## src/tb_program.hex

```
// One 32-bit instruction word per line, starting at word address 0
// Trailing text on each line is the assembly for that word
FE000093 // 00 addi x1, x0, -32      MMIO base
123452B7 // 01 lui  x5, 0x12345
67828293 // 02 addi x5, x5, 0x678
0050A623 // 03 sw   x5, 12(x1)       constant to word 3
00001337 // 04 lui  x6, 1
BAD30313 // 05 addi x6, x6, -1107    x6 = 0xBAD
0000A103 // 06 lw   x2, 0(x1)        loop
0040A183 // 07 lw   x3, 4(x1)
00310233 // 08 add  x4, x2, x3
0040A023 // 09 sw   x4, 0(x1)
00314233 // 10 xor  x4, x2, x3
0040A223 // 11 sw   x4, 4(x1)
001F8F93 // 12 addi x31, x31, 1
03FF9063 // 13 bne  x31, x31, 21     never taken
01F0A423 // 14 sw   x31, 8(x1)
00000463 // 15 beq  x0, x0, 17       always taken
0060A623 // 16 sw   x6, 12(x1)       wrong path
008003EF // 17 jal  x7, 19
0060A623 // 18 sw   x6, 12(x1)       wrong path
FD038067 // 19 jalr x0, -48(x7)      back to 6 through the link
0060A623 // 20 sw   x6, 12(x1)       wrong path
0060A623 // 21 sw   x6, 12(x1)       trap
0000006F // 22 jal  x0, 22           spin
00000013 // 23 nop

```

## src/rv_pkg.sv

```systemverilog
`default_nettype none

package rv_pkg;

	// Code memory depth, log2 of the word count
	localparam int RAM_A_WIDTH = 12;
	// Word PC covers exactly the code memory
	localparam int PC_W = RAM_A_WIDTH;
	localparam int MMIO_WORDS = 8;
	localparam string ROM_FILE = "/design/src/tb_program.hex";

	typedef logic [31:0] word_t;
	typedef logic [31:0] instr_t;
	typedef logic [PC_W-1:0] word_pc_t;
	typedef logic [4:0] reg_addr_t;
	typedef logic [2:0] mmio_idx_t;

	// Inputs and outputs both sit at FFFFFFE0 to FFFFFFFC
	localparam word_t MMIO_BASE = 32'hFFFF_FFE0;
	// Return address offset for JAL and JALR
	localparam word_t LINK_OFFSET = 32'd4;

	// Supported major opcodes only
	typedef enum logic [6:0] {
		OPC_OP     = 7'b0110011,
		OPC_OP_IMM = 7'b0010011,
		OPC_LUI    = 7'b0110111,
		OPC_AUIPC  = 7'b0010111,
		OPC_JAL    = 7'b1101111,
		OPC_JALR   = 7'b1100111,
		OPC_BRANCH = 7'b1100011,
		OPC_LOAD   = 7'b0000011,
		OPC_STORE  = 7'b0100011
	} opcode_t;

	typedef enum logic [3:0] {
		ALU_ADD,
		ALU_SUB,
		ALU_SLL,
		ALU_SLT,
		ALU_SLTU,
		ALU_XOR,
		ALU_SRL,
		ALU_SRA,
		ALU_OR,
		ALU_AND,
		ALU_PASS_B
	} alu_op_t;

	// Fetch to decode, instruction word arrives from the ROM port
	typedef struct packed {
		logic valid;
		word_pc_t pc;
	} fd_pkt_t;

	// Decode to execute
	typedef struct packed {
		logic valid;
		alu_op_t alu_op;
		word_t operand_a;
		word_t operand_b;
		word_t store_data;
		reg_addr_t rd;
		logic rd_we;
		logic is_load;
		logic is_store;
		mmio_idx_t mmio_idx;
	} de_pkt_t;

	// Execute to register file
	typedef struct packed {
		logic we;
		reg_addr_t addr;
		word_t data;
	} wb_t;

	// Decode back to fetch
	typedef struct packed {
		logic taken;
		word_pc_t target;
	} ct_t;

endpackage

`default_nettype wire

```

## src/rv_fetch.sv

```systemverilog
`default_nettype none
`timescale 1ns/1ps

module rv_fetch import rv_pkg::*; (
	input logic clock,
	input logic arst_n,
	input ct_t ct,
	output word_pc_t rom_addr,
	output fd_pkt_t fd
);

	// Word PC of the instruction being read from the ROM
	word_pc_t pc;

	// ROM address comes straight from the PC register
	assign rom_addr = pc;

	always_ff @(posedge clock or negedge arst_n) begin
		if (!arst_n) begin
			pc <= '0;
			fd <= '0;
		end else begin
			// PC of the word the ROM captures on this edge
			fd.pc <= pc;
			// Word read alongside a taken transfer is wrong path
			fd.valid <= !ct.taken;
			if (ct.taken) begin
				// Redirect from decode
				pc <= ct.target;
			end else begin
				// Sequential flow
				pc <= pc + word_pc_t'(1);
			end
		end
	end

endmodule

`default_nettype wire

```

## config.mk

```make
export PLATFORM = sky130hd
export DESIGN_NAME = rv_fetch
export DESIGN_NICKNAME = d
export VERILOG_FILES = /design/src/rv_pkg.sv /design/src/rv_fetch.sv
export SDC_FILE = /design/constraint.sdc
export NUM_CORES = 1
export LEC_CHECK = 0
export BUFFER_PORTS_ARGS = -buffer_cell sky130_fd_sc_hd__buf_4
export CAP_MARGIN = 20
export CORE_ASPECT_RATIO = 1.2
export CORE_MARGIN = 2
export CORE_UTILIZATION = 49
export DETAILED_ROUTE_END_ITERATION = 12
export HOLD_SLACK_MARGIN = 0.15
export PLACE_DENSITY = 0.81
export SLEW_MARGIN = 20
export SYNTH_ARGS = -nofsm -noshare
export SYNTH_HDL_FRONTEND = slang
export SYNTH_SLANG_ARGS = --single-unit
```

## constraint.sdc

```tcl
create_clock -name clock -period 2.7 [get_ports clock]
set_clock_uncertainty 0.2 [all_clocks]
set_input_delay 0.27 -clock clock [delete_from_list [all_inputs] [get_ports clock]]
set_output_delay 0.27 -clock clock [all_outputs]
set_load 0.01 [all_outputs]
```

* After elaboration in Yosys (flattened, before gate mapping)
Index checks and enable logic that the tools add are counted.
** Operators by class
- $add $sub $neg :: 1
- Reduce and logical (&&, ||, !) cells :: 1
- Multiplexer cells :: 1
** Operators by type and width (count)
- 12-bit by 1-bit adder with 12-bit output, second input constant :: 1
- 12-bit 2-to-1 mux :: 1
- 1-bit logical NOT :: 1
** Word-level totals
- Word-level logic and storage cells :: 6
- Output and inout bits :: 25
- Register bits after elaboration :: 25
- Bits of input ports :: 15

* Logic depth before layout (Yosys ltp)
- Depth after elaboration :: 2
- Gate-level depth with buffers :: 5
- Depth with buffers taken out :: 4

* Least setup slack after synthesis
OpenSTA, ideal clock, no wires.
- Path kind :: flip-flop to flip-flop
- From :: reg pc[0], in the netlist rom_addr[0]
- To :: reg pc[10], in the netlist rom_addr[10]
- Library setup time :: 0.082 ns
- Setup slack :: 0.987 ns
- Required time :: 2.418 ns
- Cell stages (with the launch flop) :: 5
- Period minus slack after synthesis :: 1.713 ns
- Path buffers :: 0
- Arrival :: 1.431 ns
- Cell sequence :: dfrtp_1 ha_1 nand3_2 or4_1 a31oi_1
** Between the ends
- Word-level cells in the longest chain between the ends :: 2
** RTL lines
- start: declaration :: line rv_fetch.sv:13 : word_pc_t pc;
- start signal: assignment :: line rv_fetch.sv:29 : pc <= ct.target;
- start signal: assignment :: line rv_fetch.sv:32 : pc <= pc + word_pc_t'(1);
- 12-bit by 1-bit adder with 12-bit output :: line rv_fetch.sv:32
- 12-bit 2-to-1 mux :: line rv_fetch.sv:27 : if (ct.taken) begin
No other way between the ends.

* Final worst setup path
- From :: reg pc[0], in the netlist rom_addr[0]
- To :: reg pc[8], in the netlist rom_addr[8]
Same word-level chain as after synthesis.

==> metrics <==
status complete, no violations; most common cell in the synthesized netlist dfrtp_1; P per Cell Area 527 mW/mm^2; Gate Count Post-Synth 80; worst slew pin tran 0.346 ns; final instance area between 0.0015 and 0.002 mm^2; final-stage net count between 150 and 200; Post-Route WL 2460 um; Layout Utilization 84.2%; number of max-cap violations 0; Placer Congestion approximately 0.8; r2r startpoint rom_addr[0]$_DFF_PN0_; Port Buffers 39; initial DRC count 30; share of the synthesized area in the top cell type between 60% and 70%; Slew Viols, Final 0; P_leak 0.000706 uW; initial antenna violation count 0; first-pass iteration count of the detailed router 4; Worst R2R End rom_addr[8]$_DFF_PN0_; Period minus WS final about 2.4 ns; critical path type flop to flop; post-synth net total 96; R2R depth 5; width of the die 44.6 um; crit-path cells ha_1 -> nand3_2 -> o311a_1 -> a221o_1 -> dlygate4sd3_1; clk sinks 25; Antenna Cells 0; Routed WL per cell roughly 15 um; setup_tns 0 ns; Layout area overhead 61.2%; number of routed nets with antenna violations 0; area occupied by registers 626 um^2; Die Ht approximately 53 um; H-tree depth 1; final worst hold slack a little under 0.2 ns; I/O pin total 40; total die area around 0.0023 mm^2; initial core utilization 52.3%; largest net degree at the start of global routing 26; worst-path fanout max 7; CTS Buffer Depth 2; core footprint 0.00185 mm^2; clk slew on worst S/H paths about 0.12 ns; # fillers 118; DRC 0; Final period util 88.0%; TritonCTS Buffers 3; root buf cell clkbuf_4; RSZ-0062 raised after global routing false; VDD IR max approximately 0.44 mV; number of synthesized flops with an enable pin 0; vias post-DR 918; Synth warnings 0; required time worst endpoint 2.70 ns; synth cell count leaders 25 x dfrtp_1, 9 x nand2_1, 5 x nand3_1; Row Count 17; Placement Cell Area between 0.001 and 0.0015 mm^2; GRT Total Usage roughly a quarter; slowest stage delay, CP 0.57 ns; Worst slew margin 76.9%; grt ovf 0; distinct cell type count after synthesis 22; Yosys top cell by area dfrtp_1; sequential-to-total area share from yosys stat 64.7%; CP Launch Type flop; setup violators final 0; R2R Setup Slk 0.32 ns; cell area after synthesis 967 um^2; FMAX 0.421 GHz; final hold violations 0; share of cells above drive strength 1 32.9%; syn avg cell area 12.1 um^2; Slowest-stage cell, CP dlygate4sd3_1; crit path DAT 2.37 ns; CP Capture Type flop; first-pass GRT wire length 4030 um; via-per-instance ratio 5.56; Area contributors post-synth dfrtp_1 65%, nand2_1 3.5%, or4_1 3.1%, nand3_1 2.6%, o211ai_1 2.3%; Hold WC Path Type primary input to async pin; ys async rst share 100%; prevailing post-synth register cell dfrtp_1; FF+latch count, synth 25; worst-skew pair later-pin latency 0.30 ns; CTS tree built; multi-input logic area 319 um^2; vias in the first global route 817
-- where the power goes --
part / total [uW] / switching [uW] / internal [uW]
clock: 158 / 100 / 57.5
combinational: 207 / 86.6 / 120
sequential: 457 / 42.1 / 415
-- sequential cells by signal (all words and copies together), names as in the netlist --
register  cells
fd           13
rom_addr     12
-- how the worst max path moves through the flow --
stage                               start                      to  slack, ns
floorplan           rom_addr[0]$_DFF_PN0_  rom_addr[10]$_DFF_PN0_       0.99
global placement    rom_addr[0]$_DFF_PN0_  rom_addr[10]$_DFF_PN0_       1.00
detailed placement  rom_addr[0]$_DFF_PN0_  rom_addr[10]$_DFF_PN0_       0.89
CTS                 rom_addr[0]$_DFF_PN0_   rom_addr[8]$_DFF_PN0_       0.38
global route        rom_addr[0]$_DFF_PN0_   rom_addr[8]$_DFF_PN0_       0.22
finish              rom_addr[0]$_DFF_PN0_   rom_addr[8]$_DFF_PN0_       0.32
-- placed cells by master (no fill, tap or decap) --
master / Yosys / layout
a221o_1: 1 / 1
a31oi_1: 3 / 3
buf_4: 0 / 39
clkbuf_1: 3 / 1
clkbuf_4: 0 / 3
dfrtp_1: 25 / 25
dlygate4sd3_1: 0 / 26
ha_1: 1 / 1
inv_1: 3 / 3
mux2_2: 1 / 1
nand2_1: 9 / 9
nand3_1: 5 / 5
nand3_2: 2 / 2
nand4_1: 1 / 1
nand4_2: 1 / 1
nor2_1: 4 / 4
nor3_1: 1 / 1
o211ai_1: 3 / 3
o21ai_0: 4 / 4
o311a_1: 1 / 1
o31ai_1: 3 / 3
or4_1: 4 / 4
or4_2: 2 / 2
xnor2_1: 2 / 2
xor2_1: 1 / 1
-- timing repair --
item                                   4_1_cts  5_1_grt
hold buffers                                26        0
gates resized for setup                      0        0
setup buffers                                0        0
endpoints found under the hold margin       37        0
-- per-layer routing --
layer | track usage [%] | part of all wire, %
met1 | 32.4 | 43
met2 | 38.9 | 52
met3 | 3.45 | 4.3
met4 | 8.59 | 0.85
met5 | 0 | 0
-- worst max-delay path, delay by kind of cell, from the launching register on --
family | cells | cell delay, ns
AO/OA/AOI/OAI | 2 | 0.59
buffers and inverters | 1 | 0.57
flip-flops | 1 | 0.49
adder cells (fa/ha/maj) | 1 | 0.24
AND/OR/NAND/NOR | 1 | 0.18
-- stage by stage --
stage                     std cells  total power (uW)  worst slack [ns]
after floorplan                  80               523             0.987
after global placement          135               620              1.00
after detailed placement        135               627             0.892
after CTS                       165               819             0.375
after global routing            165               863             0.218
final                           165               822             0.323
-- cell families (layout without fill, tap and decap cells) --
group           count (synthesis)  count (layout)  synth area share, %
simple gates                   29              29                 17.1
flops                          25              25                 64.7
xor+xnor                        3               3                 2.72
compound gates                 15              15                 10.7
mux                             1               1                 1.16
buf+inv                         6              72                 2.33
fa+ha+maj                       1               1                 1.29
-- cell type report --
| type | count | share of cell area, % |
|---|---|---|
| tap | 19 | 1.52 |
| timing repair buffer | 65 | 35.5 |
| clock buffer | 4 | 1.69 |
| multi-input combinational | 49 | 20.5 |
| inverter | 3 | 0.722 |
| sequential | 25 | 40.1 |
(Power assumes the default switching activity.)
