### config.mk
export PLATFORM = sky130hd
export DESIGN_NAME = rv_regfile
export DESIGN_NICKNAME = d
export VERILOG_FILES = /design/src/rv_pkg.sv /design/src/rv_regfile.sv
export SDC_FILE = /design/constraint.sdc
export NUM_CORES = 2
export LEC_CHECK = 0
export BUFFER_PORTS_ARGS = -buffer_cell sky130_fd_sc_hd__buf_2
export CELL_PAD_IN_SITES_DETAIL_PLACEMENT = 1
export CELL_PAD_IN_SITES_GLOBAL_PLACEMENT = 1
export CORE_MARGIN = 1
export CORE_UTILIZATION = 54
export DETAILED_ROUTE_END_ITERATION = 16
export PLACE_DENSITY = 0.85
export SYNTH_ARGS = -nofsm -noshare
export SYNTH_HDL_FRONTEND = slang
export SYNTH_SLANG_ARGS = --single-unit
### constraint.sdc
create_clock -name clock -period 2.09 [get_ports clock]
set_input_delay 0.1045 -clock clock [delete_from_list [all_inputs] [get_ports clock]]
set_output_delay 0.1045 -clock clock [all_outputs]
set_load 0.1 [all_outputs]
### src/tb_program.hex
// One 32-bit instruction word per line, starting at word address 0
// Trailing text on each line is the assembly for that word
FE000093 // 00 addi x1, x0, -32      MMIO base
123452B7 // 01 lui  x5, 0x12345
67828293 // 02 addi x5, x5, 0x678
0050A623 // 03 sw   x5, 12(x1)       constant to word 3
00001337 // 04 lui  x6, 1
BAD30313 // 05 addi x6, x6, -1107    x6 = 0xBAD
0000A103 // 06 lw   x2, 0(x1)        loop
0040A183 // 07 lw   x3, 4(x1)
00310233 // 08 add  x4, x2, x3
0040A023 // 09 sw   x4, 0(x1)
00314233 // 10 xor  x4, x2, x3
0040A223 // 11 sw   x4, 4(x1)
001F8F93 // 12 addi x31, x31, 1
03FF9063 // 13 bne  x31, x31, 21     never taken
01F0A423 // 14 sw   x31, 8(x1)
00000463 // 15 beq  x0, x0, 17       always taken
0060A623 // 16 sw   x6, 12(x1)       wrong path
008003EF // 17 jal  x7, 19
0060A623 // 18 sw   x6, 12(x1)       wrong path
FD038067 // 19 jalr x0, -48(x7)      back to 6 through the link
0060A623 // 20 sw   x6, 12(x1)       wrong path
0060A623 // 21 sw   x6, 12(x1)       trap
0000006F // 22 jal  x0, 22           spin
00000013 // 23 nop

### src/rv_pkg.sv
`default_nettype none

package rv_pkg;

	// Code memory depth, log2 of the word count
	localparam int RAM_A_WIDTH = 12;
	// Word PC covers exactly the code memory
	localparam int PC_W = RAM_A_WIDTH;
	localparam int MMIO_WORDS = 8;
	localparam string ROM_FILE = "/design/src/tb_program.hex";

	typedef logic [31:0] word_t;
	typedef logic [31:0] instr_t;
	typedef logic [PC_W-1:0] word_pc_t;
	typedef logic [4:0] reg_addr_t;
	typedef logic [2:0] mmio_idx_t;

	// Inputs and outputs both sit at FFFFFFE0 to FFFFFFFC
	localparam word_t MMIO_BASE = 32'hFFFF_FFE0;
	// Return address offset for JAL and JALR
	localparam word_t LINK_OFFSET = 32'd4;

	// Supported major opcodes only
	typedef enum logic [6:0] {
		OPC_OP     = 7'b0110011,
		OPC_OP_IMM = 7'b0010011,
		OPC_LUI    = 7'b0110111,
		OPC_AUIPC  = 7'b0010111,
		OPC_JAL    = 7'b1101111,
		OPC_JALR   = 7'b1100111,
		OPC_BRANCH = 7'b1100011,
		OPC_LOAD   = 7'b0000011,
		OPC_STORE  = 7'b0100011
	} opcode_t;

	typedef enum logic [3:0] {
		ALU_ADD,
		ALU_SUB,
		ALU_SLL,
		ALU_SLT,
		ALU_SLTU,
		ALU_XOR,
		ALU_SRL,
		ALU_SRA,
		ALU_OR,
		ALU_AND,
		ALU_PASS_B
	} alu_op_t;

	// Fetch to decode, instruction word arrives from the ROM port
	typedef struct packed {
		logic valid;
		word_pc_t pc;
	} fd_pkt_t;

	// Decode to execute
	typedef struct packed {
		logic valid;
		alu_op_t alu_op;
		word_t operand_a;
		word_t operand_b;
		word_t store_data;
		reg_addr_t rd;
		logic rd_we;
		logic is_load;
		logic is_store;
		mmio_idx_t mmio_idx;
	} de_pkt_t;

	// Execute to register file
	typedef struct packed {
		logic we;
		reg_addr_t addr;
		word_t data;
	} wb_t;

	// Decode back to fetch
	typedef struct packed {
		logic taken;
		word_pc_t target;
	} ct_t;

endpackage

`default_nettype wire

### src/rv_regfile.sv
`default_nettype none
`timescale 1ns/1ps

module rv_regfile import rv_pkg::*; (
	input logic clock,
	input logic arst_n,
	input wb_t wb,
	input reg_addr_t rs1_addr,
	input reg_addr_t rs2_addr,
	output word_t rs1_data,
	output word_t rs2_data,
	output word_t reg31
);

	// x0 has no storage
	word_t regs [1:31];

	// Falling edge write, decode sees the value before the next rising edge
	always_ff @(negedge clock or negedge arst_n) begin
		if (!arst_n) begin
			for (int i = 1; i < 32; i++) begin
				regs[i] <= '0;
			end
		end else if (wb.we && (wb.addr != '0)) begin
			regs[wb.addr] <= wb.data;
		end
	end

	// Combinational reads, x0 hardwired to zero
	assign rs1_data = (rs1_addr == '0) ? '0 : regs[rs1_addr];
	assign rs2_data = (rs2_addr == '0) ? '0 : regs[rs2_addr];

	// Tap for older test programs
	assign reg31 = regs[31];

	// Write strobe from execute must always name a real register
	a_wb_addr_known: assert property (
		@(negedge clock) disable iff (!arst_n) wb.we |-> !$isunknown(wb.addr)
	) else $error("write enable with unknown register index");

endmodule

`default_nettype wire

==> run_results.csv, run 1 <==
group,metric,value,unit
outcome,status,"did not finish",
outcome,haltStage,"global routing",
outcome,error,"[ERROR GRT-0232] Routing congestion too high. Check the congestion heatmap in the GUI.",
synth,synth_edf_count,0,
clocking,hold_buffers,0,
synth,synth_nets,3694,
placed_design,portBuffers,145,
synth,synth_seq_cells,992,
timing,crit_endpoint,"rs1_data[20]",
die,die_y,317,µm
clocking,cts_made_buffers,110,
die,pin_count,146,
grt,grt_use_total,0.811,
placed_design,gp_congestion,0.876,
clocking,clock_sinks,992,
timing,worstEndpointType,"top-level output",
clocking,cts_buffer_depth,3,
die,placementRows,115,
synth,syn_inst,3644,
synth,avgSynthCellArea,14.7,µm²
grt,grt_max_degree,47,
placed_design,place_hpwl,153000,µm
placed_design,dpl.cell_count,5522,
synth,yosysWarnings,0,
clocking,root_buffer,"clkbuf_16",
clocking,htreeDepth,3,
die,initial_core_util,0.546,
synth,synth_flop_cell,"dfrtn_1",
die,die_w,317,µm
synth,ys_seq_area_frac,0.462,
synth,synthDistinctLibCells,46,
grt,overflow,36,
synth,synthesis.area,53700,µm²
synth,async_flop_share,1.00,
repair_timing:
action                     CTS
pin swaps                   58
resized for setup          333
gates cloned                21
setup endpoints to repair  874
setup buffers               91
cells in the mapped netlist, types with 17 or more instances:
library cell / instances / area [µm²]
nor3_1: 32 / 160
a221oi_1: 43 / 377
buf_4: 70 / 526
clkbuf_1: 161 / 604
a22oi_1: 102 / 766
o22ai_1: 18 / 113
a221o_1: 17 / 170
nand2_1: 21 / 78.8
dfrtn_1: 992 / 24800
mux4_2: 377 / 8490
mux2i_1: 267 / 2670
o211ai_1: 32 / 240
nor2b_1: 44 / 275
buf_2: 162 / 811
mux2_1: 19 / 214
mux2_2: 1050 / 11800
and3_1: 29 / 181
nor2_1: 33 / 124
o31a_1: 28 / 245
per-layer routing:
layer,track usage,overflow
met3,0.683,0
met2,0.938,22
met1,0.819,0
met4,0.814,14
met5,0.440,0
logic make-up after synthesis:
| kind of cell | share of synthesized area |
|---|---|
| and+or+nand+nor | 0.0204 |
| DFF | 0.462 |
| buffers and inverters | 0.0409 |
| muxes | 0.432 |
| AOI/OAI and AO/OA | 0.0449 |
stage by stage:
step	utilization	cell area (µm²)	setup slack (ns)	hold WS [ns]
2_1_floorplan	-	56600	-1.21	0.451
3_3_place_gp	0.672	66200	-0.756	0.460
3_5_place_dp	0.672	66200	-0.983	0.474
4_1_cts	0.740	72800	-1.57	0.226
==> run 2: changes to the inputs <==
- CELL_PAD_IN_SITES_DETAIL_PLACEMENT: 1 -> not set
- CELL_PAD_IN_SITES_GLOBAL_PLACEMENT: 1 -> not set
- CORE_UTILIZATION: 54 -> 40
- PLACE_DENSITY: 0.85 -> not set
- PLACE_DENSITY_LB_ADDON: not set -> 0.15
==> run_results.csv, run 2 <==
group,metric,value,unit
pwr,ir_drop,0.644,mV
clocking,cts_made_buffers,113,
synth,synthesis.area,53700,µm²
synth,synth_nets,3694,
worst_hold_path,min_path_type,"primary input to asynchronous set/reset pin",
placed_design,place_area,67800,µm²
layout,diodes,0,
clocking,clock_latency,0.66,ns
layout,final_cell_mix,"dfrtn_1, buf_4, mux2_2, mux2_4, mux4_2",
grt,overflow,0,
layout,multi_input_area,29600,µm²
die,die_w,369,µm
layout,regArea,24800,µm²
worst_setup_path,cp_max_fo,2,
synth,synth_edf_count,0,
synth,ys_seq_area_frac,0.462,
die,core_area,133000,µm²
timing,finalHoldViolations,0,
timing,finalSetupTns,-100.04,ns
route,drcViolationCount,0,
pwr,power.density,931,nW/µm²
route,dr.pass1.iters,5,
layout,final_cell_area,73100,µm²
synth,synth_xor_area_frac,0,
layout,final_nets,4536,
run,maxCapViolCount,0,
clocking,root_buffer,"clkbuf_16",
timing,worst_pin_slew,0.675,ns
synth,synth_flop_cell,"dfrtn_1",
synth,synth.most_common_cell,"mux2_2",
die,pin_count,146,
synth,synth_area_leaders,"dfrtn_1, mux2_2, mux4_2",
route,wire_per_inst,30.2,µm
clocking,cts_buffer_depth,3,
synth,synth_top_family_by_area,"multiplexers",
placed_design,gp_congestion,0.853,
synth,synthAdderAreaFrac,0,
timing,setup_ws,-1.45,ns
timing,skew,0,ns
worst_setup_path,cp-end-kind,"output pin",
grt,grt_first_pass_wirelength,280000,µm
worst_setup_path,critPathKind,"flip-flop to output pin",
synth,synth.top_cells.by_count,"mux2_2, dfrtn_1, mux4_2",
die,dieArea,136000,µm²
synth,async_flop_share,1.00,
pwr,total_power,68.0,mW
placed_design,portBuffers,145,
worst_setup_path,crit_path_start_kind,"flip-flop",
synth,synth_compound_area_frac,0.0449,
synth,synth_seq_cells,992,
timing,rsz0062_at_grt,"yes",
route,drtAntennaViolNets,0,
grt,grt_antenna_before_repair,7,
route,drtIter0Drc,2733,
die,initial_core_util,0.403,
grt,grt_pass1_vias,39500,
grt,grt_max_degree,65,
layout,drive_above_1_share,0.645,
layout,fill_cells,10900,
clocking,hold_buffers,0,
route,totalWireLength,192000,µm
synth,avgSynthCellArea,14.7,µm²
layout,syn2layout_area_growth,36.0,%
outcome,status,"finished with violations",
clocking,cts_tree,"built",
grt,grt_use_total,0.282,
worst_setup_path,cp.arrival,3.43,ns
die,placementRows,134,
route,vias_per_cell,5.85,
outcome,failed_checks,"setup timing",
layout,regMostFlops,"regs",
synth,synth-simple-area-share,0.0204,
worst_setup_path,critical_path_required,1.99,ns
route,vias,37100,
timing,slew-limit-headroom,0.550,
timing,setup_viol,96,
pwr,p_leak,33.1,nW
layout,final_common_cell,"dfrtn_1",
clocking,htreeDepth,3,
die,die_y,369,µm
placed_design,place_hpwl,129000,µm
synth,yosysTopAreaCellShare,0.462,
clocking,clkTransAtPathRegs,0.04,ns
synth,syn_inst,3644,
clocking,clock_sinks,992,
synth,synth_mux_area_frac,0.432,
timing,drv_slew,0,
synth,synthDistinctLibCells,46,
layout,largest_register_ffs,960,
synth,yosys.area.top_type,"dfrtn_1",
synth,yosysWarnings,0,
-- run 2: cell counts after synthesis --
Identical to the previous run, type by type.
-- run 2: cell type report --
cell class	count	share of cell area
clock buffers	179	0.0467
well taps	1768	0.0303
inverters	9	0.000462
clock inverters	28	0.00481
multi-input cells	2219	0.405
repair buffers	1151	0.173
flip-flops and latches	992	0.340
-- run 2: timing repair --
action / 4_1_cts / 5_1_grt
resized for setup: 149 / 84
setup buffers: 34 / 40
cloned: 0 / 5
endpoints found under the setup margin: 98 / 254
endpoints found under the hold margin: 0 / 0
pin swaps: 37 / 30
-- run 2: critical path, cell delays in order, from the launching register on --
cell     delay [ns]
dfrtn_1        0.35
mux4_2         0.49
mux2i_1        0.17
o22ai_1        0.12
or3_4          0.39
buf_12         0.19
-- run 2: through the flow --
step            util  setup WS, ns  cells  hold WS [ns]
6_report       0.548         -1.45   6346         0.171
5_1_grt        0.548         -1.51   6346         0.151
4_1_cts        0.543         -1.46   6314         0.136
3_5_place_dp   0.509        -0.906   6083         0.469
3_3_place_gp   0.509        -0.897   6083         0.460
2_1_floorplan      -         -1.21   3644         0.451
-- run 2: cell families after synthesis --
family                 count (synthesis)
multiplexers                        1713
flip-flops                           992
buffers and inverters                433
AO/OA/AOI/OAI                        303
AND/OR/NAND/NOR                      203
-- run 2: report_power, final --
part,switching [mW],total [mW],internal (mW)
registers,2.62,26.0,23.4
clock network,8.41,20.3,11.9
logic,9.20,21.8,12.6
total,20.2,68.0,47.8
-- run 2: final timing paths --
kind | from | endpoint | slack [ns] | cells past startpoint
worst max-delay path | reg31[17]$_DFFE_NN0P_ | rs1_data[17] | -1.45 | 5
worst min register to register | regs[807]$_DFFE_NN0P_ | regs[807]$_DFFE_NN0P_ | 0.47 | 1
worst min-delay path | arst_n | regs[226]$_DFFE_NN0P_ | 0.17 | 1
max in group asynchronous | arst_n | regs[382]$_DFFE_NN0P_ | 1.03 | 4
min in group clock | regs[807]$_DFFE_NN0P_ | regs[807]$_DFFE_NN0P_ | 0.47 | 1
worst max register to register | reg31[8]$_DFFE_NN0P_ | reg31[8]$_DFFE_NN0P_ | 0.97 | 4
-- run 2: routing by layer --
metal	vias up	share of wire	track usage
met5	-	0	0
met4	0	0.034	0.0874
met3	291	0.046	0.0366
met2	959	0.48	0.460
met1	20100	0.44	0.389
li1	15800	-	-
Power figures use the tool's default switching activity.
