[src/tb_program.hex]
// One 32-bit instruction word per line, starting at word address 0
// Trailing text on each line is the assembly for that word
FE000093 // 00 addi x1, x0, -32      MMIO base
123452B7 // 01 lui  x5, 0x12345
67828293 // 02 addi x5, x5, 0x678
0050A623 // 03 sw   x5, 12(x1)       constant to word 3
00001337 // 04 lui  x6, 1
BAD30313 // 05 addi x6, x6, -1107    x6 = 0xBAD
0000A103 // 06 lw   x2, 0(x1)        loop
0040A183 // 07 lw   x3, 4(x1)
00310233 // 08 add  x4, x2, x3
0040A023 // 09 sw   x4, 0(x1)
00314233 // 10 xor  x4, x2, x3
0040A223 // 11 sw   x4, 4(x1)
001F8F93 // 12 addi x31, x31, 1
03FF9063 // 13 bne  x31, x31, 21     never taken
01F0A423 // 14 sw   x31, 8(x1)
00000463 // 15 beq  x0, x0, 17       always taken
0060A623 // 16 sw   x6, 12(x1)       wrong path
008003EF // 17 jal  x7, 19
0060A623 // 18 sw   x6, 12(x1)       wrong path
FD038067 // 19 jalr x0, -48(x7)      back to 6 through the link
0060A623 // 20 sw   x6, 12(x1)       wrong path
0060A623 // 21 sw   x6, 12(x1)       trap
0000006F // 22 jal  x0, 22           spin
00000013 // 23 nop

[src/rv_pkg.sv]
`default_nettype none

package rv_pkg;

	// Code memory depth, log2 of the word count
	localparam int RAM_A_WIDTH = 12;
	// Word PC covers exactly the code memory
	localparam int PC_W = RAM_A_WIDTH;
	localparam int MMIO_WORDS = 8;
	localparam string ROM_FILE = "/design/src/tb_program.hex";

	typedef logic [31:0] word_t;
	typedef logic [31:0] instr_t;
	typedef logic [PC_W-1:0] word_pc_t;
	typedef logic [4:0] reg_addr_t;
	typedef logic [2:0] mmio_idx_t;

	// Inputs and outputs both sit at FFFFFFE0 to FFFFFFFC
	localparam word_t MMIO_BASE = 32'hFFFF_FFE0;
	// Return address offset for JAL and JALR
	localparam word_t LINK_OFFSET = 32'd4;

	// Supported major opcodes only
	typedef enum logic [6:0] {
		OPC_OP     = 7'b0110011,
		OPC_OP_IMM = 7'b0010011,
		OPC_LUI    = 7'b0110111,
		OPC_AUIPC  = 7'b0010111,
		OPC_JAL    = 7'b1101111,
		OPC_JALR   = 7'b1100111,
		OPC_BRANCH = 7'b1100011,
		OPC_LOAD   = 7'b0000011,
		OPC_STORE  = 7'b0100011
	} opcode_t;

	typedef enum logic [3:0] {
		ALU_ADD,
		ALU_SUB,
		ALU_SLL,
		ALU_SLT,
		ALU_SLTU,
		ALU_XOR,
		ALU_SRL,
		ALU_SRA,
		ALU_OR,
		ALU_AND,
		ALU_PASS_B
	} alu_op_t;

	// Fetch to decode, instruction word arrives from the ROM port
	typedef struct packed {
		logic valid;
		word_pc_t pc;
	} fd_pkt_t;

	// Decode to execute
	typedef struct packed {
		logic valid;
		alu_op_t alu_op;
		word_t operand_a;
		word_t operand_b;
		word_t store_data;
		reg_addr_t rd;
		logic rd_we;
		logic is_load;
		logic is_store;
		mmio_idx_t mmio_idx;
	} de_pkt_t;

	// Execute to register file
	typedef struct packed {
		logic we;
		reg_addr_t addr;
		word_t data;
	} wb_t;

	// Decode back to fetch
	typedef struct packed {
		logic taken;
		word_pc_t target;
	} ct_t;

endpackage

`default_nettype wire

[src/rv_execute.sv]
`default_nettype none
`timescale 1ns/1ps

module rv_execute import rv_pkg::*; (
	input logic clock,
	input logic arst_n,
	input de_pkt_t de,
	input word_t mmio_in [MMIO_WORDS],
	output word_t mmio_out [MMIO_WORDS],
	output wb_t wb
);

	word_t alu_result;
	word_t result;
	logic [4:0] shamt;

	// Shift amount from the low bits of operand B
	assign shamt = de.operand_b[4:0];

	always_comb begin
		case (de.alu_op)
			ALU_ADD: alu_result = de.operand_a + de.operand_b;
			ALU_SUB: alu_result = de.operand_a - de.operand_b;
			ALU_SLL: alu_result = de.operand_a << shamt;
			ALU_SLT: alu_result = {31'b0, $signed(de.operand_a) < $signed(de.operand_b)};
			ALU_SLTU: alu_result = {31'b0, de.operand_a < de.operand_b};
			ALU_XOR: alu_result = de.operand_a ^ de.operand_b;
			ALU_SRL: alu_result = de.operand_a >> shamt;
			// Arithmetic shift keeps the sign
			ALU_SRA: alu_result = $signed(de.operand_a) >>> shamt;
			ALU_OR: alu_result = de.operand_a | de.operand_b;
			ALU_AND: alu_result = de.operand_a & de.operand_b;
			ALU_PASS_B: alu_result = de.operand_b;
			default: alu_result = '0;
		endcase
	end

	// Loads bypass the ALU result with the input word
	assign result = de.is_load ? mmio_in[de.mmio_idx] : alu_result;

	// Writeback lands on the falling edge of this cycle
	// x0 writes are dropped here
	assign wb = '{
		we: de.valid && de.rd_we && (de.rd != '0),
		addr: de.rd,
		data: result
	};

	// Output words
	always_ff @(posedge clock or negedge arst_n) begin
		if (!arst_n) begin
			for (int i = 0; i < MMIO_WORDS; i++) begin
				mmio_out[i] <= '0;
			end
		end else if (de.valid && de.is_store) begin
			mmio_out[de.mmio_idx] <= de.store_data;
		end
	end

	// Word index from decode must match the address the ALU computes
	// and that address must sit word aligned in the MMIO window
	a_mmio_window: assert property (
		@(posedge clock) disable iff (!arst_n)
		de.valid && (de.is_load || de.is_store) |->
			(alu_result[31:5] == MMIO_BASE[31:5]) &&
			(alu_result[4:2] == de.mmio_idx) &&
			(alu_result[1:0] == 2'b00)
	) else $error("load or store outside the MMIO window");

endmodule

`default_nettype wire

[config.mk]
export PLATFORM = sky130hd
export DESIGN_NAME = rv_execute
export DESIGN_NICKNAME = d
export VERILOG_FILES = /design/src/rv_pkg.sv /design/src/rv_execute.sv
export SDC_FILE = /design/constraint.sdc
export NUM_CORES = 1
export LEC_CHECK = 0
export BUFFER_PORTS_ARGS = -buffer_cell sky130_fd_sc_hd__buf_2
export CORE_MARGIN = 4
export CORE_UTILIZATION = 30
export DETAILED_ROUTE_END_ITERATION = 10
export SETUP_SLACK_MARGIN = 0.02
export SLEW_MARGIN = 5
export SYNTH_ARGS = -nofsm -noshare
export SYNTH_HDL_FRONTEND = slang
export SYNTH_SLANG_ARGS = --single-unit
export TNS_END_PERCENT = 100
[constraint.sdc]
create_clock -name clock -period 3.3 [get_ports clock]
set_input_delay 0.165 -clock clock [delete_from_list [all_inputs] [get_ports clock]]
set_output_delay 0.165 -clock clock [all_outputs]
set_load 0.05 [all_outputs]
Word level (Yosys, flattened, before mapping)

Index checks and enable logic that the tools add are counted.

Input bits: 370
Output and inout port bits: 294
Word-level logic and storage cells: 45
Bits in registers: 256

$lt $le $gt $ge: 4
Reductions and logical operators: 6
Eq/ne operators: 10
Bitwise operators: 4
Add/subtract/negate cells: 2
Shift-type cells: 3
Multiplexer cells: 8

Operators by type and width:

| cell                                                                          | number |
|---|---|
| 32-bit case mux with 11 select lines                                          | 1 |
| 256-bit bitwise mux                                                           | 1 |
| 32-bit 2-to-1 mux                                                             | 4 |
| 32-bit binary-select mux with 3-bit select                                    | 1 |
| 32-bit demux with 3-bit select                                                | 1 |
| 32-bit less-than comparator                                                   | 2 |
| 32-bit adder                                                                  | 1 |
| 32-bit bitwise AND                                                            | 1 |
| 32-bit OR                                                                     | 1 |
| 32-bit by 5-bit left shift with 32-bit output                                 | 1 |
| 32-bit by 5-bit right shift with 32-bit output                                | 1 |
| 32-bit by 5-bit >>> shifter with 32-bit output                                | 1 |
| 32-bit subtractor                                                             | 1 |
| 32-bit XOR                                                                    | 1 |
| 4-bit by 3-bit equality test with 1-bit output (second input constant)        | 4 |
| 4-bit equality test (second input constant)                                   | 3 |
| 4-bit by 2-bit equality test with 1-bit output (second input constant)        | 2 |
| 5-bit nonzero test                                                            | 1 |
| 4-bit by 1-bit equality test with 1-bit output (second input constant)        | 1 |
| 4-bit >= comparator (second input constant)                                   | 1 |
| 1-bit logical AND                                                             | 4 |
| 4-bit logical NOT                                                             | 1 |
| 4-bit by 1-bit less-than comparator with 1-bit output (second input constant) | 1 |
| 3-bit inverter with 4-bit output                                              | 1 |

Depth between registers and ports, before layout

Word-level depth: 6
Depth in mapped cells: 15
Gate-level depth less buffers: 13

Worst setup path after synthesis

No wires, ideal clock.

Kind: in2out
Start point: input port de[45] (netlist bit)
End point: output port wb[30] (netlist bit)
Path buffers: 4
Setup slack: -1096 ps
Data required time: 3135 ps
Arrival time: 4231 ps
Stages: 15
Cells stage by stage: inv_2 -> buf_1 -> clkbuf_1 -> buf_1 -> ha_1 -> buf_6 -> nand3_1 -> a21oi_1 -> o2111ai_1 -> a2111oi_1 -> or2_1 -> a31oi_1 -> mux2i_1 -> nor4b_2 -> a221oi_1

RTL lines:

| item        | RTL line         | text |
|---|---|---|
| from (decl) | rv_execute.sv:7  | `input de_pkt_t de,` |
| to (decl)   | rv_execute.sv:10 | `output wb_t wb` |

==> impl_metrics.yaml <==
final_layout:
  fin_nets: 3537
  nFillCells: 6717
  drive_gt1_frac: 0.458
  syn_to_final_growth_pct: 40.8
  final_core_util: 0.429
  top_register: "mmio_out"
  largest_reg_flops: 256
  reg_top3: "mmio_out x256"
die:
  die-area_mm2: 0.0731
  fp.dieH_um: 270
  placementRows: 95
  fp.dieW_um: 270
  core_area_mm2: 0.0678
  ios: 664
  start_util: 0.305
min_path:
  worstHoldEndpoint: "mmio_out[9]"
  hold_path.class: "input port to flop"
  whs_path_depth: 2
  hp-start: "de[20]"
sta:
  rsz0062_at_grt: "yes"
  setup_viol: 2
  finalWorstSetupSlack_ps: -37.9
  hold_violations: 0
  slew_headroom: 0.286
  whs_ps: 26.0
  fin_crit_sh: 1.01
  worst_pin_slew_ps: 1060
  fmax_mhz: 300
  drv_slew: 0
  fin_crit_ps: 3340
  fin_setup_tns_ps: -45.0
  fin_skew_ps: 0
synth:
  syn_area_per_cell_um2: 9.45
  async_flop_share: 1.00
  synth-seq-area-share: 0.310
  synth-main-ff-cell: "dfrtp_1"
  synth.area.top_cells: "dfrtp_1 (31%), mux2_2 (9.1%), ha_1 (6.3%)"
  netlist_area_mm2: 0.0206
  synth-seq-cells: 256
  ys_types: 99
  syn_inst: 2185
  synth_commonest_cells: "dfrtp_1 (256), mux2_2 (166), nor2_1 (163), a22oi_1 (151), nand2_1 (134)"
  yosysTopAreaCell: "dfrtp_1"
  synth_top_area_share: 0.310
  syn-num-nets: 2661
  yosys_warnings: 0
  synth-edff-count: 0
  yosysMostFrequentCell: "dfrtp_1"
place:
  place_congestion: 1.09
  dpl.hpwl_um: 88200
  post-place-ws_ps: -278
  port_buffers: 663
power:
  p_leak_nw: 13.5
  combinationalPowerShare: 0.522
  swShare: 0.478
  internal_power_mw: 7.82
  ir_drop_v: 0.000567
  p_clk_frac: 0.196
  p_switching_mw: 7.16
  p_per_area_mw_per_mm2: 515
  power_frac_seq: 0.283
setup_path:
  worstSetupEndpointType: "output port"
  r2r_slack_ps: 2480
  cp-start-kind: "input port"
  worstPathArrival_ps: 3170
  cp.required_ps: 3130
  critPathLaunch: "de[43]"
  crit_type: "input port to output port"
  r2r-start: "mmio_out[99]"
  reg2reg_depth: 1
  crit_fanout: 3
  r2r_end: "mmio_out[99]"
clock_tree:
  cts_buffers: 28
  path_clk_slew_ps: 60
  cts_buffer_depth: 3
  clock-sinks: 256
  cts-root-buf: "clkbuf_16"
  cts_tree: "built"
  worstSkewPairLatency_ps: 580
  htreeDepth: 1
run:
  maxCapViolCount: 0
drt:
  firstDrtPassIters: 8
  drt_iter0_markers: 2515
  routed_wl_um: 111000
  ant_nets: 0
  wl_per_cell_um: 28.0
  vias_per_cell: 5.81
  vias: 23000
  drcViolationCount: 0
outcome:
  violations: "setup timing"
  status: "finished with violations"
global_route:
  first_global_vias: 22700
  antenna_found_initial: 6
  gr-usage-all-layers: 0.284
  grt_max_degree: 99
  grt_pass1_wl_um: 157000
  gr-total-overflow: 0
## what timing repair did
action,in CTS,in global routing
resized for setup,44,127
pin swaps,16,40
cloned,0,1
setup endpoints to repair,16,24
hold buffers,28,0
setup buffers,4,8
hold endpoints to repair,278,0
## cell families (layout without fill, tap and decap cells)
family | Yosys count | after routing | share of synthesized area
adder cells (fa/ha/maj) | 106 | 106 | 0.0650
other | 0 | 2 | 0
buffers and inverters | 272 | 1168 | 0.0593
AND/OR/NAND/NOR | 510 | 510 | 0.118
flip-flops | 256 | 256 | 0.310
AO/OA/AOI/OAI | 672 | 672 | 0.225
multiplexers | 351 | 351 | 0.215
XOR/XNOR | 18 | 18 | 0.00763
## stage by stage
| stage | cell area (µm²) | power [mW] | cells |
|---|---|---|---|
| after global placement | 27100 | 11.7 | 3863 |
| after CTS | 28500 | 14.8 | 3945 |
| after floorplan | 20800 | 9.04 | 2185 |
| after global routing | 29100 | 15.6 | 3956 |
| final | 29100 | 15.0 | 3956 |
| after detailed placement | 27100 | 11.8 | 3863 |
## worst max-delay path, cell delays in order
cell and delay (ps):
buf_8 80, buf_6 100, ha_4 130, inv_2 30
fa_2 340, and2b_4 180, o211ai_1 250, nand4_1 230
nand4_1 240, nand3_2 150, a311o_1 330, a21boi_2 160
buf_4 130, nor2_2 30, o41a_1 420, buf_12 190
## power groups by stage
stage	registers, mW	clock network [mW]	logic [mW]
detailed placement	4.26	0	7.53
global route	4.32	3.13	8.13
finish	4.24	2.93	7.81
global placement	4.23	0	7.52
floorplan	6.87	0	2.18
CTS	4.23	2.99	7.63
## metal layers
layer / up-vias / part of all wire / track usage
met5: - / 0 / 0
met4: 0 / 0.052 / 0.121
met3: 264 / 0.10 / 0.0711
met2: 1409 / 0.46 / 0.460
met1: 11300 / 0.39 / 0.361
li1: 10000 / - / -
## layout make-up
class | count | area (µm²) | share of cell area
diodes | 2 | 5.00 | 0.000172
inverters | 91 | 370 | 0.0127
clock buffers | 37 | 754 | 0.0260
clock inverters | 13 | 101 | 0.00349
flip-flops and latches | 256 | 6410 | 0.220
multi-input cells | 1657 | 13800 | 0.474
well taps | 873 | 1090 | 0.0376
repair buffers | 1027 | 6580 | 0.226
## layout by cell type, fill, tap and decap left out, types with 15 or more instances in the layout
cell | synthesis | layout
xnor2_1 | 17 | 16
nand2_1 | 134 | 131
o211ai_1 | 27 | 27
a21o_1 | 21 | 21
buf_2 | 15 | 638
nand4_1 | 41 | 41
mux4_2 | 47 | 47
a22oi_1 | 151 | 147
a31oi_1 | 21 | 17
buf_4 | 12 | 318
mux2_2 | 166 | 166
mux2_1 | 98 | 98
nor2_1 | 163 | 158
buf_12 | 0 | 22
dfrtp_1 | 256 | 256
buf_6 | 10 | 15
inv_2 | 8 | 16
nor3_1 | 40 | 37
ha_1 | 104 | 86
o22ai_1 | 18 | 17
nand3_1 | 33 | 29
a211oi_1 | 34 | 29
clkbuf_16 | 0 | 29
o21ai_1 | 53 | 48
mux2i_1 | 40 | 37
a21oi_1 | 127 | 120
inv_1 | 82 | 70
o21ai_0 | 60 | 56
dlygate4sd3_1 | 0 | 28
## worst max-delay path by stage
stage	to	slack (ps)	cells after the start
finish	wb[28]	-40	16
global route	wb[12]	-130	18
CTS	wb[30]	-200	14
detailed placement	wb[30]	-280	16
global placement	wb[0]	-280	15
floorplan	wb[29]	20	15
Note: power is estimated with default switching activity, not from simulation.
