===== config.mk =====
export PLATFORM = sky130hd
export DESIGN_NAME = rv_decode
export DESIGN_NICKNAME = d
export VERILOG_FILES = /design/src/rv_pkg.sv /design/src/rv_decode.sv
export SDC_FILE = /design/constraint.sdc
export NUM_CORES = 1
export LEC_CHECK = 0
export BUFFER_PORTS_ARGS = -buffer_cell sky130_fd_sc_hd__buf_2
export CELL_PAD_IN_SITES_DETAIL_PLACEMENT = 0
export CELL_PAD_IN_SITES_GLOBAL_PLACEMENT = 2
export CORE_ASPECT_RATIO = 1.5
export CORE_MARGIN = 1.5
export CORE_UTILIZATION = 31
export CTS_BUF_LIST = sky130_fd_sc_hd__clkbuf_16
export CTS_CLUSTER_SIZE = 16
export DETAILED_ROUTE_END_ITERATION = 8
export GPL_TIMING_DRIVEN = 1
export PLACE_DENSITY_LB_ADDON = 0.12
export SLEW_MARGIN = 20
export SYNTH_ARGS = -nofsm -noshare
export SYNTH_HDL_FRONTEND = slang
export SYNTH_SLANG_ARGS = --single-unit

===== constraint.sdc =====
create_clock -name clock -period 6.4 [get_ports clock]
set_input_delay 0.96 -clock clock [delete_from_list [all_inputs] [get_ports clock]]
set_output_delay 0.96 -clock clock [all_outputs]
set_load 0.02 [all_outputs]

===== src/tb_program.hex =====
// One 32-bit instruction word per line, starting at word address 0
// Trailing text on each line is the assembly for that word
FE000093 // 00 addi x1, x0, -32      MMIO base
123452B7 // 01 lui  x5, 0x12345
67828293 // 02 addi x5, x5, 0x678
0050A623 // 03 sw   x5, 12(x1)       constant to word 3
00001337 // 04 lui  x6, 1
BAD30313 // 05 addi x6, x6, -1107    x6 = 0xBAD
0000A103 // 06 lw   x2, 0(x1)        loop
0040A183 // 07 lw   x3, 4(x1)
00310233 // 08 add  x4, x2, x3
0040A023 // 09 sw   x4, 0(x1)
00314233 // 10 xor  x4, x2, x3
0040A223 // 11 sw   x4, 4(x1)
001F8F93 // 12 addi x31, x31, 1
03FF9063 // 13 bne  x31, x31, 21     never taken
01F0A423 // 14 sw   x31, 8(x1)
00000463 // 15 beq  x0, x0, 17       always taken
0060A623 // 16 sw   x6, 12(x1)       wrong path
008003EF // 17 jal  x7, 19
0060A623 // 18 sw   x6, 12(x1)       wrong path
FD038067 // 19 jalr x0, -48(x7)      back to 6 through the link
0060A623 // 20 sw   x6, 12(x1)       wrong path
0060A623 // 21 sw   x6, 12(x1)       trap
0000006F // 22 jal  x0, 22           spin
00000013 // 23 nop


===== src/rv_pkg.sv =====
`default_nettype none

package rv_pkg;

	// Code memory depth, log2 of the word count
	localparam int RAM_A_WIDTH = 12;
	// Word PC covers exactly the code memory
	localparam int PC_W = RAM_A_WIDTH;
	localparam int MMIO_WORDS = 8;
	localparam string ROM_FILE = "/design/src/tb_program.hex";

	typedef logic [31:0] word_t;
	typedef logic [31:0] instr_t;
	typedef logic [PC_W-1:0] word_pc_t;
	typedef logic [4:0] reg_addr_t;
	typedef logic [2:0] mmio_idx_t;

	// Inputs and outputs both sit at FFFFFFE0 to FFFFFFFC
	localparam word_t MMIO_BASE = 32'hFFFF_FFE0;
	// Return address offset for JAL and JALR
	localparam word_t LINK_OFFSET = 32'd4;

	// Supported major opcodes only
	typedef enum logic [6:0] {
		OPC_OP     = 7'b0110011,
		OPC_OP_IMM = 7'b0010011,
		OPC_LUI    = 7'b0110111,
		OPC_AUIPC  = 7'b0010111,
		OPC_JAL    = 7'b1101111,
		OPC_JALR   = 7'b1100111,
		OPC_BRANCH = 7'b1100011,
		OPC_LOAD   = 7'b0000011,
		OPC_STORE  = 7'b0100011
	} opcode_t;

	typedef enum logic [3:0] {
		ALU_ADD,
		ALU_SUB,
		ALU_SLL,
		ALU_SLT,
		ALU_SLTU,
		ALU_XOR,
		ALU_SRL,
		ALU_SRA,
		ALU_OR,
		ALU_AND,
		ALU_PASS_B
	} alu_op_t;

	// Fetch to decode, instruction word arrives from the ROM port
	typedef struct packed {
		logic valid;
		word_pc_t pc;
	} fd_pkt_t;

	// Decode to execute
	typedef struct packed {
		logic valid;
		alu_op_t alu_op;
		word_t operand_a;
		word_t operand_b;
		word_t store_data;
		reg_addr_t rd;
		logic rd_we;
		logic is_load;
		logic is_store;
		mmio_idx_t mmio_idx;
	} de_pkt_t;

	// Execute to register file
	typedef struct packed {
		logic we;
		reg_addr_t addr;
		word_t data;
	} wb_t;

	// Decode back to fetch
	typedef struct packed {
		logic taken;
		word_pc_t target;
	} ct_t;

endpackage

`default_nettype wire


===== src/rv_decode.sv =====
`default_nettype none
`timescale 1ns/1ps

module rv_decode import rv_pkg::*; (
	input logic clock,
	input logic arst_n,
	input fd_pkt_t fd,
	input instr_t instr,
	output reg_addr_t rs1_addr,
	output reg_addr_t rs2_addr,
	input word_t rs1_data,
	input word_t rs2_data,
	output ct_t ct,
	output de_pkt_t de
);

	opcode_t opcode;
	logic [2:0] funct3;
	logic funct7_b5;
	word_t imm_i;
	word_t imm_s;
	word_t imm_b;
	word_t imm_u;
	word_t imm_j;
	word_t pc_byte;
	word_t rs1_imm;
	alu_op_t alu_funct;
	logic legal;
	logic is_jal;
	logic is_jalr;
	logic branch_taken;
	de_pkt_t de_next;

	// Instruction fields
	assign opcode = opcode_t'(instr[6:0]);
	assign funct3 = instr[14:12];
	assign funct7_b5 = instr[30];
	assign rs1_addr = instr[19:15];
	assign rs2_addr = instr[24:20];

	// Sign extended immediates
	assign imm_i = {{20{instr[31]}}, instr[31:20]};
	assign imm_s = {{20{instr[31]}}, instr[31:25], instr[11:7]};
	assign imm_b = {{19{instr[31]}}, instr[31], instr[7], instr[30:25], instr[11:8], 1'b0};
	assign imm_u = {instr[31:12], 12'b0};
	assign imm_j = {{11{instr[31]}}, instr[31], instr[19:12], instr[20], instr[30:21], 1'b0};

	// Byte address of this instruction
	assign pc_byte = {{(32 - PC_W - 2){1'b0}}, fd.pc, 2'b00};

	// Shared by JALR targets, loads and stores
	assign rs1_imm = rs1_data + ((opcode == OPC_STORE) ? imm_s : imm_i);

	// funct3 to ALU op, funct7 bit 5 picks SUB or SRA
	always_comb begin
		case (funct3)
			3'b000: alu_funct = (opcode == OPC_OP && funct7_b5) ? ALU_SUB : ALU_ADD;
			3'b001: alu_funct = ALU_SLL;
			3'b010: alu_funct = ALU_SLT;
			3'b011: alu_funct = ALU_SLTU;
			3'b100: alu_funct = ALU_XOR;
			3'b101: alu_funct = funct7_b5 ? ALU_SRA : ALU_SRL;
			3'b110: alu_funct = ALU_OR;
			3'b111: alu_funct = ALU_AND;
		endcase
	end

	always_comb begin
		// Defaults match OP-IMM
		de_next = '0;
		de_next.alu_op = alu_funct;
		de_next.operand_a = rs1_data;
		de_next.operand_b = imm_i;
		de_next.store_data = rs2_data;
		de_next.rd = instr[11:7];
		de_next.mmio_idx = rs1_imm[4:2];
		legal = 1'b0;
		is_jal = 1'b0;
		is_jalr = 1'b0;
		branch_taken = 1'b0;
		case (opcode)
			OPC_OP: begin
				legal = 1'b1;
				de_next.rd_we = 1'b1;
				de_next.operand_b = rs2_data;
			end
			OPC_OP_IMM: begin
				legal = 1'b1;
				de_next.rd_we = 1'b1;
			end
			OPC_LUI: begin
				legal = 1'b1;
				de_next.rd_we = 1'b1;
				de_next.alu_op = ALU_PASS_B;
				de_next.operand_b = imm_u;
			end
			OPC_AUIPC: begin
				legal = 1'b1;
				de_next.rd_we = 1'b1;
				de_next.alu_op = ALU_ADD;
				de_next.operand_a = pc_byte;
				de_next.operand_b = imm_u;
			end
			OPC_JAL, OPC_JALR: begin
				legal = (opcode == OPC_JAL) || (funct3 == 3'b000);
				is_jal = (opcode == OPC_JAL);
				is_jalr = legal && (opcode == OPC_JALR);
				// Link is PC plus 4 through the ALU
				de_next.rd_we = 1'b1;
				de_next.alu_op = ALU_ADD;
				de_next.operand_a = pc_byte;
				de_next.operand_b = LINK_OFFSET;
			end
			OPC_BRANCH: begin
				// BEQ and BNE only
				legal = (funct3[2:1] == 2'b00);
				branch_taken = legal && ((rs1_data == rs2_data) ^ funct3[0]);
			end
			OPC_LOAD: begin
				// Whole words only
				legal = (funct3 == 3'b010);
				de_next.rd_we = 1'b1;
				de_next.is_load = 1'b1;
				de_next.alu_op = ALU_ADD;
			end
			OPC_STORE: begin
				legal = (funct3 == 3'b010);
				de_next.is_store = 1'b1;
				de_next.alu_op = ALU_ADD;
				de_next.operand_b = imm_s;
			end
			default: legal = 1'b0;
		endcase
		// Wrong-path and unsupported words become bubbles
		de_next.valid = fd.valid && legal;
	end

	// Redirect, targets in words
	always_comb begin
		ct.taken = fd.valid && (is_jal || is_jalr || branch_taken);
		if (is_jalr) begin
			ct.target = rs1_imm[PC_W+1:2];
		end else if (is_jal) begin
			ct.target = fd.pc + imm_j[PC_W+1:2];
		end else begin
			ct.target = fd.pc + imm_b[PC_W+1:2];
		end
	end

	always_ff @(posedge clock or negedge arst_n) begin
		if (!arst_n) begin
			de <= '0;
		end else begin
			de <= de_next;
		end
	end

	// One bubble after a taken transfer, then fetch delivers the target word
	a_ct_flush: assert property (
		@(posedge clock) disable iff (!arst_n)
		ct.taken |=> !fd.valid ##1 (fd.valid && fd.pc == $past(ct.target, 2))
	) else $error("taken transfer not followed by one bubble and the target word");

endmodule

`default_nettype wire


After elaboration in Yosys (flattened, before gate mapping)
Index checks and enable logic that the tools add are counted.
Word-level totals
  flip-flop bits (word level): 112
  bits of input ports: 111
  logic and storage cells: 64
  output and inout bits: 135
Cells by class
  $add $sub $neg: 3
  multiplexer cells: 16
  bitwise logic cells: 1
  equal/unequal tests: 17
  reductions and logical operators: 17
Operators with widths (number)
  one-hot mux 32 bit (4 select lines): 1
  == test 32 bit: 1
  two-way mux 32 bit: 1
  one-hot mux 4 bit (8 select lines): 1
  adder 12 bit: 2
  two-way mux 12 bit: 2
  == test 7 x 6 -> 1 bit, second input constant: 3
  == test 7 bit, second input constant: 3
  adder 14 bit: 1
  == test 7 x 5 -> 1 bit, second input constant: 2
  == test 3 bit, second input constant: 4
  two-way mux 1 bit: 8
  one-hot mux 4 bit (2 select lines): 1
  == test 7 x 2 -> 1 bit, second input constant: 1
  OR reduction 7 bit: 1
  == test 3 x 2 -> 1 bit, second input constant: 2
  OR reduction 2 bit: 3
  logical AND 1 bit: 5
  two-way mux 5 bit: 1
  OR reduction 5 bit: 1
  one-hot mux 1 bit (4 select lines): 1
  OR reduction 4 bit: 1
  == test 3 x 1 -> 1 bit, second input constant: 1
  logical NOT 3 bit: 1
  4 further kinds: 6

Depth between registers and ports, before layout
  depth after elaboration: 7
  depth in mapped cells: 13

Worst setup path before layout
Ideal clock, no wire load.
  kind: input -> output
  start: in instr[2]
  end: out ct[5] in the netlist's numbering
  stages: 11
  path buffers: 1
  slack: 1556 ps
  arrival time: 3884 ps
  cell sequence: buf_6 or3_4 nor2_2 mux2_2 ha_1 and3_1 nand3_1 o211ai_1 a31oi_1 xor2_1 o21ai_0
RTL lines
  from (decl): RTL line rv_decode.sv:8  | input instr_t instr,
  to (decl): RTL line rv_decode.sv:13  | output ct_t ct,

==> run summary <==
CTS tree - yes
Fillers - 1820
Main synth FF type - dfrtp_1
Clk sinks - 112
Max Fclk - 186 MHz
Hold Crit Class - primary input to async pin
# hold bufs at CTS - 0
Crit end category - primary output
Global-route wire length before repair - 29500 um
Vias in the first global route - 4834
YS warnings - 0
Share of power burned in the clock network - 0.349
Post-synthesis cell area - 0.00566 mm2
TritonCTS Buffers - 9
WL/cell - 21.4 um
Die area - 0.0191 mm2
Unique masters post-synth - 60
Combinational share of power - 0.236
Part of the power in registers - 0.415
Share of layout cells above drive strength 1 - 0.412
CTS max path bufs - 2
Hpwl dp - 16100 um
Synth cell count leaders - dfrtp_1, xnor2_1, nand2_1
CTS resizes - 0
Final setup viols - 0
Initial Util - 0.316
Number of max-cap violations - 0
Post-synthesis register bit count - 112
Most Used Layer, Global Route - met2
Largest cells by area after synthesis - dfrtp_1, xnor2_1, ha_1
Initial antenna violation count - 2
Yosys top cell by area - dfrtp_1
Vias/cell - 5.13
Sw power - 0.568 mW
Worst Path Max Fanout - 11
Sw Share - 0.311
CP Cell Sequence - buf_2, or3_4, nor2_2, mux2_2, ha_1, and3_1, nand3_1, o211ai_1, a31oi_1, xnor2_1, mux2i_1, buf_2
Startpoint types - primary input
Count leader, synth - dfrtp_1
Min Tclk post-route - 5.38 ns
Worst Setup Path Type - primary input to primary output
Total Nets Final - 858
GR Util met2 - 0.374
Std-Cell Rows - 60
RSZ-0062 raised after global routing - false
Overflow after GRT - 0
Post-Synthesis Cells - 496
Setup TNS - 0 ns
Pin count of the biggest net entering global routing - 69
Synth top area share - 0.495
DRC Markers - 0
Most numerous cell on the critical path - buf_2
Core area - 0.0179 mm2
Routed WL - 20200 um
IO buf count - 245
CP Data Required Time - 5.44 ns
Syn nets - 633
Root buf cell - clkbuf_16
Max reg flops - 112
Met3 GRT Util - 0.0397
Slew Viols, Final - 0
Via count - 4841
First DRT Iteration DRCs - 325
Worst slew pin tran - 0.962 ns
Max VDD drop - 98.2 uV
Share of flip-flops with an asynchronous set or reset - 1.00
Int Power - 1.26 mW
WP data arrival - 4.42 ns
Routed Antenna Nets - 0
Area Overhead vs Synth - 29.6%
CP max-delay cell - o211ai_1
IO Pins - 246
# Post-CTS Setup Buffers - 0
Post-synth EDFFs - 0
Lkg Pwr - 3.51 nW
Top reg by flops - de
Die W - 113 um
Met1 usage - 0.248
RePlAce Congestion - 0.892
H-tree Lvls - 3
Fin crit share - 0.840
Power per cell area - 249 mW/mm2
DRT Pass-1 Iters - 6
Overall Global Routing Usage - 0.208
CP max stage delay - 0.54 ns
Sequential-to-total area share from yosys stat - 0.495
Worst-path clk slew - 0.08 ns
Biggest regs - de x112
Power Total - 1.83 mW
Avg Cell Area, Syn - 11.4 um2
Fin. Hold Viols - 0
Status - complete, no violations
Height of the chip - 169 um
Relative slew slack - 0.358
[power groups by stage]
stage / Combinational (mW) / Sequential (mW) / Clock (mW)
2_1_floorplan: 0.191 / 0.831 / 0
3_3_place_gp: 0.434 / 0.773 / 0
3_5_place_dp: 0.433 / 0.774 / 0
4_1_cts: 0.436 / 0.759 / 0.656
5_1_grt: 0.466 / 0.763 / 0.680
6_report: 0.430 / 0.759 / 0.638
[cells by family (layout without fill, tap and decap cells)]
family,Yosys count,in the layout,synth area share
and+or+nand+nor,116,116,0.114
muxes,28,28,0.0548
other,0,1,0
buffers and inverters,43,273,0.0407
adders and majority gates,26,26,0.0588
xor gates and xnor gates,52,52,0.0804
AOI/OAI and AO/OA,119,119,0.156
DFF,112,112,0.495
[critical path: cells and delay by family]
kind | cells | cell delay (ns)
fa+ha+maj | 1 | 0.38
simple gates | 4 | 1.14
buf+inv | 2 | 0.37
compound gates | 2 | 0.79
xor+xnor | 1 | 0.19
mux | 2 | 0.59
[path summary, 6_finish.rpt]
kind	slack, ns	to	cells after the start	start
max	1.02	ct[11]	12	instr[2]
min	0.58	de[25]	1	arst_n
max in group asynchronous	4.51	de[53]	2	arst_n
min in group clock	0.75	de[26]	1	rs2_data[15]
[area by class of cell]
type                    count  area (um2)  share of cell area
multi-input cells         341        2640               0.359
clock buffers               9         225              0.0307
diodes                      1        2.50            0.000341
well taps                 217         272              0.0370
repair buffers            248        1250               0.171
clock inverters             7         113              0.0153
inverters                   9        33.8             0.00460
flip-flops and latches    112        2800               0.382
[cells in the final DEF, fill, tap and decap left out, types with 2 or more instances in the layout]
cell type and n:
a211oi_1 7, o211ai_1 3, nand4b_1 2, a221o_1 20, dfrtp_1 112, inv_1 9
mux2_2 24, clkbuf_16 9, buf_4 4, a22o_1 6, xor2_1 10, and2_1 24
or3_1 2, o21bai_1 4, o21a_1 4, o21ai_0 19, a21oi_1 22, bufinv_16 2
buf_2 244, and4_1 3, nor2b_1 2, nand3_1 8, mux2i_1 4, nor4_1 3
a222oi_1 4, a21o_1 8, ha_1 25, nor3_1 4, a211o_1 2, and3_1 2
a31oi_1 7, nor2_1 13, nand4_1 12, xnor2_1 42, nand2_1 32
[routing by layer]
| metal | share of wire | vias to the layer above | routed length, um |
|---|---|---|---|
| met5 | 0.00044 | - | 9 |
| met2 | 0.52 | 241 | 10500 |
| met4 | 0.022 | 2 | 454 |
| met1 | 0.39 | 2319 | 7980 |
| met3 | 0.063 | 26 | 1280 |
| li1 | - | 2253 | - |
[through the flow]
| step | util | std cells | setup slack [ns] | area [um2] | hold WS, ns |
|---|---|---|---|---|---|
| after global routing | 0.409 | 944 | 0.872 | 7340 | 0.614 |
| final | 0.409 | 944 | 1.02 | 7340 | 0.580 |
| after floorplan | - | 496 | 1.56 | 5660 | 0.664 |
| after CTS | 0.409 | 943 | 1.06 | 7330 | 0.595 |
| after detailed placement | 0.390 | 927 | 1.09 | 7000 | 0.983 |
| after global placement | 0.390 | 927 | 1.15 | 7000 | 0.977 |
Note: power is estimated with default switching activity, not from simulation.
